## config.mk

```make
export PLATFORM = sky130hd
export DESIGN_NAME = fp_add_pipe
export DESIGN_NICKNAME = d
export VERILOG_FILES = /design/src/source/fp_pkg.sv /design/src/source/fp_add_pipe.sv /design/src/source/fp_sum_normalize.sv /design/src/source/fp_align.sv /design/src/source/fp_lzc.sv
export VERILOG_INCLUDE_DIRS = /design/src /design/src/source
export SDC_FILE = /design/constraint.sdc
export NUM_CORES = 1
export LEC_CHECK = 0
export ABC_CLOCK_PERIOD_IN_PS = 17500
export BUFFER_PORTS_ARGS = -buffer_cell sky130_fd_sc_hd__buf_2
export CAP_MARGIN = 10
export CELL_PAD_IN_SITES_DETAIL_PLACEMENT = 1
export CELL_PAD_IN_SITES_GLOBAL_PLACEMENT = 1
export CORE_MARGIN = 5
export CORE_UTILIZATION = 51
export CTS_CLUSTER_SIZE = 8
export DETAILED_ROUTE_END_ITERATION = 7
export GPL_TIMING_DRIVEN = 0
export PLACE_DENSITY = 0.94
export SETUP_SLACK_MARGIN = 0.5
export SLEW_MARGIN = 20
export SYNTH_ARGS = -nofsm -noshare
export SYNTH_HDL_FRONTEND = slang
export SYNTH_SLANG_ARGS = --single-unit
```

## constraint.sdc

```tcl
create_clock -name clk -period 17.5 [get_ports clk]
set_clock_uncertainty 0.05 [all_clocks]
set_input_delay 2.625 -clock clk [delete_from_list [all_inputs] [get_ports clk]]
set_output_delay 2.625 -clock clk [all_outputs]
set_load 0.05 [all_outputs]
```

## src/source/fp_defines.svh

```systemverilog
// Format and latency constants for the single-precision adder, included by the package, RTL and testbench
`ifndef FP_DEFINES_SVH
`define FP_DEFINES_SVH

// Biased exponent field width
`define FP_EXP_W 8

// Stored fraction width, hidden bit not included
`define FP_FRAC_W 23

// All-ones exponent, used as the infinity code on overflow
`define FP_EXP_MAX 255

// Cycles from input sampling to the registered result
// Input register, align stage, normalize stage
`define FP_LATENCY 3

`endif
```

## src/source/fp_pkg.sv

```systemverilog
// Shared field types for the floating-point adder pipeline, imported by every RTL module
`include "fp_defines.svh"

package fp_pkg;

    // Full IEEE single word, sign then exponent then fraction
    typedef logic [`FP_EXP_W + `FP_FRAC_W : 0] fp32_t;

    // Biased exponent
    typedef logic [`FP_EXP_W - 1 : 0] fp_exp_t;

    // Mantissa with the hidden bit made explicit at the top
    typedef logic [`FP_FRAC_W : 0] fp_mant_t;

    // Mantissa sum, one carry bit above fp_mant_t
    typedef logic [`FP_FRAC_W + 1 : 0] fp_sum_t;

    // Operands after ordering and alignment, ready for the mantissa add
    // big_mant always holds the larger magnitude, so the subtract never goes negative
    typedef struct packed {
        // Sign of the larger-magnitude operand
        logic     result_sign;
        // Signs differ, so the mantissas are subtracted
        logic     eff_sub;
        fp_exp_t  big_exp;
        fp_mant_t big_mant;
        // Already shifted right by the exponent difference
        fp_mant_t small_mant;
    } aligned_ops_t;

endpackage

```

## src/source/fp_add_pipe.sv

```systemverilog
// Top of the three-cycle single-precision adder pipeline, one operand pair in and one result out per clock
`timescale 1ns/10ps

module fp_add_pipe import fp_pkg::*; (
    input  logic  clk,
    input  logic  reset,
    input  fp32_t a,
    input  fp32_t b,
    output fp32_t result
);

    fp32_t        a_q;
    fp32_t        b_q;
    aligned_ops_t aligned;

    // Input operand stage, first of the three pipeline registers
    always_ff @(posedge clk) begin
        if (reset) begin
            a_q <= '0;
            b_q <= '0;
        end else begin
            a_q <= a;
            b_q <= b;
        end
    end

    // Unpack, order and align
    fp_align u_align (
        .clk     (clk),
        .reset   (reset),
        .a_q     (a_q),
        .b_q     (b_q),
        .aligned (aligned)
    );

    // Add, normalize and pack
    fp_sum_normalize u_sum_normalize (
        .clk     (clk),
        .reset   (reset),
        .aligned (aligned),
        .result  (result)
    );

endmodule

```

## src/source/fp_sum_normalize.sv

```systemverilog
// Second compute stage of the FP adder, adds the aligned mantissas, normalizes and packs the result
`timescale 1ns/10ps
`include "fp_defines.svh"

module fp_sum_normalize import fp_pkg::*; (
    input  logic         clk,
    input  logic         reset,
    input  aligned_ops_t aligned,
    output fp32_t        result
);

    // Two extra bits so both overflow and underflow stay visible
    localparam int EXP_WIDE_W = `FP_EXP_W + 2;
    localparam int EXP_MAX    = `FP_EXP_MAX;

    fp_sum_t                       sum;
    fp_sum_t                       norm_sum;
    logic [4:0]                    lz_count;
    logic [4:0]                    shift_left;
    logic signed [EXP_WIDE_W-1:0]  exp_wide;
    fp32_t                         result_next;
    fp_exp_t                       result_exp;

    // Effective add or subtract, big_mant is never smaller than small_mant
    always_comb begin
        if (aligned.eff_sub) begin
            sum = {1'b0, aligned.big_mant} - {1'b0, aligned.small_mant};
        end else begin
            sum = {1'b0, aligned.big_mant} + {1'b0, aligned.small_mant};
        end
    end

    fp_lzc u_lzc (
        .sum      (sum),
        .lz_count (lz_count)
    );

    // One leading zero means bit 23 is already set
    assign shift_left = lz_count - 5'd1;

    // Carry out shifts right once, otherwise shift left up to bit 23
    always_comb begin
        if (sum[`FP_FRAC_W + 1]) begin
            norm_sum = sum >> 1;
            exp_wide = $signed({2'b00, aligned.big_exp}) + 10'sd1;
        end else begin
            norm_sum = sum << shift_left;
            exp_wide = $signed({2'b00, aligned.big_exp})
                     - $signed({{(EXP_WIDE_W - 5){1'b0}}, shift_left});
        end
    end

    // Zero and underflow both give +0, overflow saturates to infinity
    always_comb begin
        if (sum == '0) begin
            result_next = '0;
        end else if (exp_wide >= EXP_MAX) begin
            result_next = {aligned.result_sign, fp_exp_t'(EXP_MAX), {`FP_FRAC_W{1'b0}}};
        end else if (exp_wide <= 0) begin
            result_next = '0;
        end else begin
            result_next = {aligned.result_sign,
                           exp_wide[`FP_EXP_W-1:0],
                           norm_sum[`FP_FRAC_W-1:0]};
        end
    end

    always_ff @(posedge clk) begin
        if (reset) begin
            result <= '0;
        end else begin
            result <= result_next;
        end
    end

    assign result_exp = result[`FP_EXP_W + `FP_FRAC_W - 1 : `FP_FRAC_W];

    // Any nonzero exponent came from a sum whose hidden bit landed on bit 23
    normalized_when_nonzero: assert property (
        @(posedge clk) disable iff (reset)
        (result_exp != '0) |-> $past(norm_sum[`FP_FRAC_W])
    );

    // Saturation only ever produces infinity, never a NaN pattern
    no_nan_output: assert property (
        @(posedge clk) disable iff (reset)
        (result_exp == fp_exp_t'(EXP_MAX)) |-> (result[`FP_FRAC_W-1:0] == '0)
    );

endmodule

```

## src/source/fp_align.sv

```systemverilog
// First compute stage of the FP adder, unpacks, orders by magnitude and aligns the smaller operand
`timescale 1ns/10ps
`include "fp_defines.svh"

module fp_align import fp_pkg::*; (
    input  logic         clk,
    input  logic         reset,
    input  fp32_t        a_q,
    input  fp32_t        b_q,
    output aligned_ops_t aligned
);

    // Shift distance at which the smaller mantissa is gone entirely
    localparam int MANT_W = `FP_FRAC_W + 1;

    logic                   a_sign;
    logic                   b_sign;
    fp_exp_t                a_exp;
    fp_exp_t                b_exp;
    logic [`FP_FRAC_W-1:0]  a_frac;
    logic [`FP_FRAC_W-1:0]  b_frac;
    fp_mant_t               a_mant;
    fp_mant_t               b_mant;
    logic                   a_is_big;
    fp_exp_t                big_exp;
    fp_exp_t                small_exp;
    fp_mant_t               small_mant_raw;
    fp_exp_t                exp_diff;
    aligned_ops_t           aligned_next;

    // Field unpack
    assign a_sign = a_q[`FP_EXP_W + `FP_FRAC_W];
    assign b_sign = b_q[`FP_EXP_W + `FP_FRAC_W];
    assign a_exp  = a_q[`FP_EXP_W + `FP_FRAC_W - 1 : `FP_FRAC_W];
    assign b_exp  = b_q[`FP_EXP_W + `FP_FRAC_W - 1 : `FP_FRAC_W];
    assign a_frac = a_q[`FP_FRAC_W - 1 : 0];
    assign b_frac = b_q[`FP_FRAC_W - 1 : 0];

    // No denormals, a zero exponent reads as zero
    assign a_mant = (a_exp != '0) ? {1'b1, a_frac} : '0;
    assign b_mant = (b_exp != '0) ? {1'b1, b_frac} : '0;

    // Exponent decides first, fraction breaks a tie
    // On a full tie b is taken, harmless since the result is then exact
    assign a_is_big = (a_exp > b_exp) || ((a_exp == b_exp) && (a_frac > b_frac));

    assign big_exp        = a_is_big ? a_exp : b_exp;
    assign small_exp      = a_is_big ? b_exp : a_exp;
    assign small_mant_raw = a_is_big ? b_mant : a_mant;
    assign exp_diff       = big_exp - small_exp;

    always_comb begin
        aligned_next.result_sign = a_is_big ? a_sign : b_sign;
        aligned_next.eff_sub     = a_sign ^ b_sign;
        aligned_next.big_exp     = big_exp;
        aligned_next.big_mant    = a_is_big ? a_mant : b_mant;
        // Bits shifted out are simply dropped, truncation rounding
        if (exp_diff >= fp_exp_t'(MANT_W)) begin
            aligned_next.small_mant = '0;
        end else begin
            aligned_next.small_mant = small_mant_raw >> exp_diff;
        end
    end

    always_ff @(posedge clk) begin
        if (reset) begin
            aligned <= '0;
        end else begin
            aligned <= aligned_next;
        end
    end

    // Registered exponent is never below the smaller input exponent of the cycle before
    big_exp_ordered: assert property (
        @(posedge clk) disable iff (reset)
        1'b1 |=> (aligned.big_exp >= $past(small_exp))
    );

endmodule

```

## src/source/fp_lzc.sv

```systemverilog
// Leading-zero counter over the 25-bit mantissa sum, feeds the shift amount of the normalize stage
`timescale 1ns/10ps
`include "fp_defines.svh"

module fp_lzc import fp_pkg::*; (
    input  fp_sum_t    sum,
    output logic [4:0] lz_count
);

    // Index of the sum's top bit
    localparam int TOP = `FP_FRAC_W + 1;

    always_comb begin
        // All-zero input falls through to the full width
        lz_count = 5'(TOP + 1);
        // Scan upward so the highest set bit wins
        for (int i = 0; i <= TOP; i++) begin
            if (sum[i]) begin
                lz_count = 5'(TOP - i);
            end
        end
    end

endmodule

```

==> flow_summary.toml <==
[layout]
mostFrequentLayoutCell = "dfxtp_1"
drive_gt1_share_pct = 19.4
fin_util_pct = 58.1
layout_common_cells = "154 x dfxtp_1, 146 x nand2_1, 112 x buf_2"
nets = 1759
antenna_cells = 0
fillers = 3029
syn_to_final_growth_pct = 11.8
final_cells = 1965

[clock_network]
cts.sinks = 154
postCtsHoldBufs = 0
worstSkewPairLatency_ns = 0.45
cts_setup_buffers = 0
path_clk_slew_ns = 0.07
numCtsBuffers = 17
cts_tree = "yes"
root_buffer = "clkbuf_16"
clk_path_buf_depth = 2
ctsHtreeMaxLevel = 4
cts_resized = 0

[flow_run]
cap_violations = 0

[drt]
drt_iter0_markers = 1213
wl_um = 46300
ant_nets = 0
vias = 12900
vias_per_cell = 6.58
drc = 0
avgRoutedWirePerCell_um = 23.6
drtPass1Iterations = 7

[synth]
synth_cell_types = 121
yosys-top-cells-area = "dfxtp_1 24%, ha_1 6.2%, mux2i_1 5.1%"
syn_avg_cell_area_sq_um = 8.38
synth-edff-count = 0
synth_cells = 1512
yosys_register_bits = 154
yosysWarnings = 0
syn-cell-area_sq_um = 12700
synth_top_cell_by_area = "dfxtp_1"
async_reset_ff_share_pct = 0
syn_nets = 1643
yosysTopAreaCellShare_pct = 24.3
synthFlopType = "dfxtp_1"
ys_seq_area_share_pct = 24.3

[sta]
drv_slew = 0
period_share_pct = 58.3
setup_violations = 0
fmax_ghz = 0.0980
maxSlewHeadroom_pct = 38.4
finalSetupTns_ns = 0
hold_viol = 0
rsz0062_at_grt = "no"
period_needed_ns = 10.20
worstMarginPinSlew_ns = 0.918

[global_route]
grt_overflow = 0
grt_max_degree = 17
grt_pass1_vias = 13600
grt_pass1_wl_um = 73400
grt_antenna_before_repair = 3
grt_util_all_layers_pct = 32.0

[worst_setup_path]
worstSetupStartpointType = "flip-flop"
crit_required_ns = 17.78
critical_path.max_fanout = 10
worst-path-buf-inv = 8
cp-end-kind = "flip-flop"
arrival_ns = 10.48
slowest_stage = "nor4b_1"
cp_top_family = "simple AND/OR/NAND/NOR gates"
crit_type = "flip-flop to flip-flop"
slowest_delay_ns = 0.74

[floorplan]
dieArea_sq_um = 28100
rows = 57
die_h_um = 168
start_util_pct = 52.0
die_w_um = 168
pin_count = 98
core-area_sq_um = 24400

[placed_design]
post-place-cells = 1933
port_buffers = 97
globalplace.congestion = 0.998
hpwl_um = 34600

[outcome]
status = "complete, no violations"

[hold_path]
hold_path.class = "flip-flop to flip-flop"
==> worst reg2reg max path: cells and delay by family (launching register included) <==
kind | cells | cell delay, ns
AND/OR/NAND/NOR | 14 | 3.74
buffers and inverters | 8 | 2.51
AO/OA/AOI/OAI | 9 | 1.92
adder cells (fa/ha/maj) | 3 | 0.89
XOR/XNOR | 2 | 0.66
flip-flops | 1 | 0.35
==> logic make-up (layout without fill, tap and decap cells) <==
family | after synthesis | in the layout | share of synthesized area, %
xor gates and xnor gates | 55 | 55 | 4.04
buffers and inverters | 152 | 281 | 5.83
AOI/OAI and AO/OA | 358 | 358 | 20.7
adders and majority gates | 65 | 65 | 6.54
muxes | 116 | 116 | 12.1
and+or+nand+nor | 612 | 612 | 26.5
DFF | 154 | 154 | 24.3
==> sequential cells by signal, summed over array words and instances (netlist names) <==
| register | flops |
|---|---|
| u_align.aligned | 58 |
| a_q | 32 |
| u_sum_normalize.result | 32 |
| b_q | 32 |
==> synthesized netlist by cell type, types with 10 or more instances <==
library cell and number:
a21oi_1 109, and2_1 10, nand2b_1 20, a211oi_1 13
o21ai_0 36, dfxtp_1 154, nor2_1 107, o211ai_1 21
mux4_2 27, clkbuf_1 50, a31oi_1 19, nor4_1 21
nor4_2 16, o21a_1 14, nor3_1 40, mux2_2 24
ha_1 63, inv_1 57, xnor2_1 42, nand2_1 146
nand4_1 17, mux2i_1 64, a21o_1 14, nand3_1 69
buf_2 15, nor2b_1 77, o22ai_1 19
==> metal layers <==
layer	vias to the layer above	routed length, um	share of wire (%)	global-route usage [%]
li1	5778	-	-	-
met1	6275	18300	39	38.0
met5	-	41	0.088	0
met4	6	2510	5.4	15.8
met3	205	3150	6.8	5.47
met2	672	22400	48	55.6
==> metrics by stage <==
step | cell area (sq um) | hold WS (ns) | setup slack [ns]
3_3_place_gp | 13600 | 0.424 | 8.23
5_1_grt | 14200 | 0.469 | 6.67
3_5_place_dp | 13600 | 0.432 | 7.94
6_report | 14200 | 0.439 | 7.30
2_1_floorplan | 12700 | 0.358 | 9.84
4_1_cts | 14200 | 0.447 | 7.53
==> worst paths after layout <==
check / startpoint / endpoint / slack (ns) / depth (start not counted)
worst min-delay path: u_align.aligned[57]$_SDFF_PP0_ / u_sum_normalize.result[31]$_SDFF_PP0_ / 0.44 / 2
worst min register to register: u_align.aligned[57]$_SDFF_PP0_ / u_sum_normalize.result[31]$_SDFF_PP0_ / 0.44 / 2
worst max register to register: u_align.aligned[3]$_SDFF_PP0_ / u_sum_normalize.result[21]$_SDFF_PP0_ / 7.30 / 36
worst max-delay path: u_align.aligned[3]$_SDFF_PP0_ / u_sum_normalize.result[21]$_SDFF_PP0_ / 7.30 / 36
==> area by class of cell <==
cell class / count / area [sq um] / area share (%)
buffer: 92 / 514 / 3.63
inverter: 60 / 225 / 1.59
sequential: 154 / 3080 / 21.8
clock buffer: 18 / 439 / 3.10
tap: 324 / 405 / 2.86
multi-input combinational: 1206 / 8850 / 62.5
timing repair buffer: 97 / 485 / 3.43
clock inverter: 14 / 160 / 1.13
Power is not shown: default switching activity piles up to over one toggle a cycle in this logic, so the estimate is an artifact.
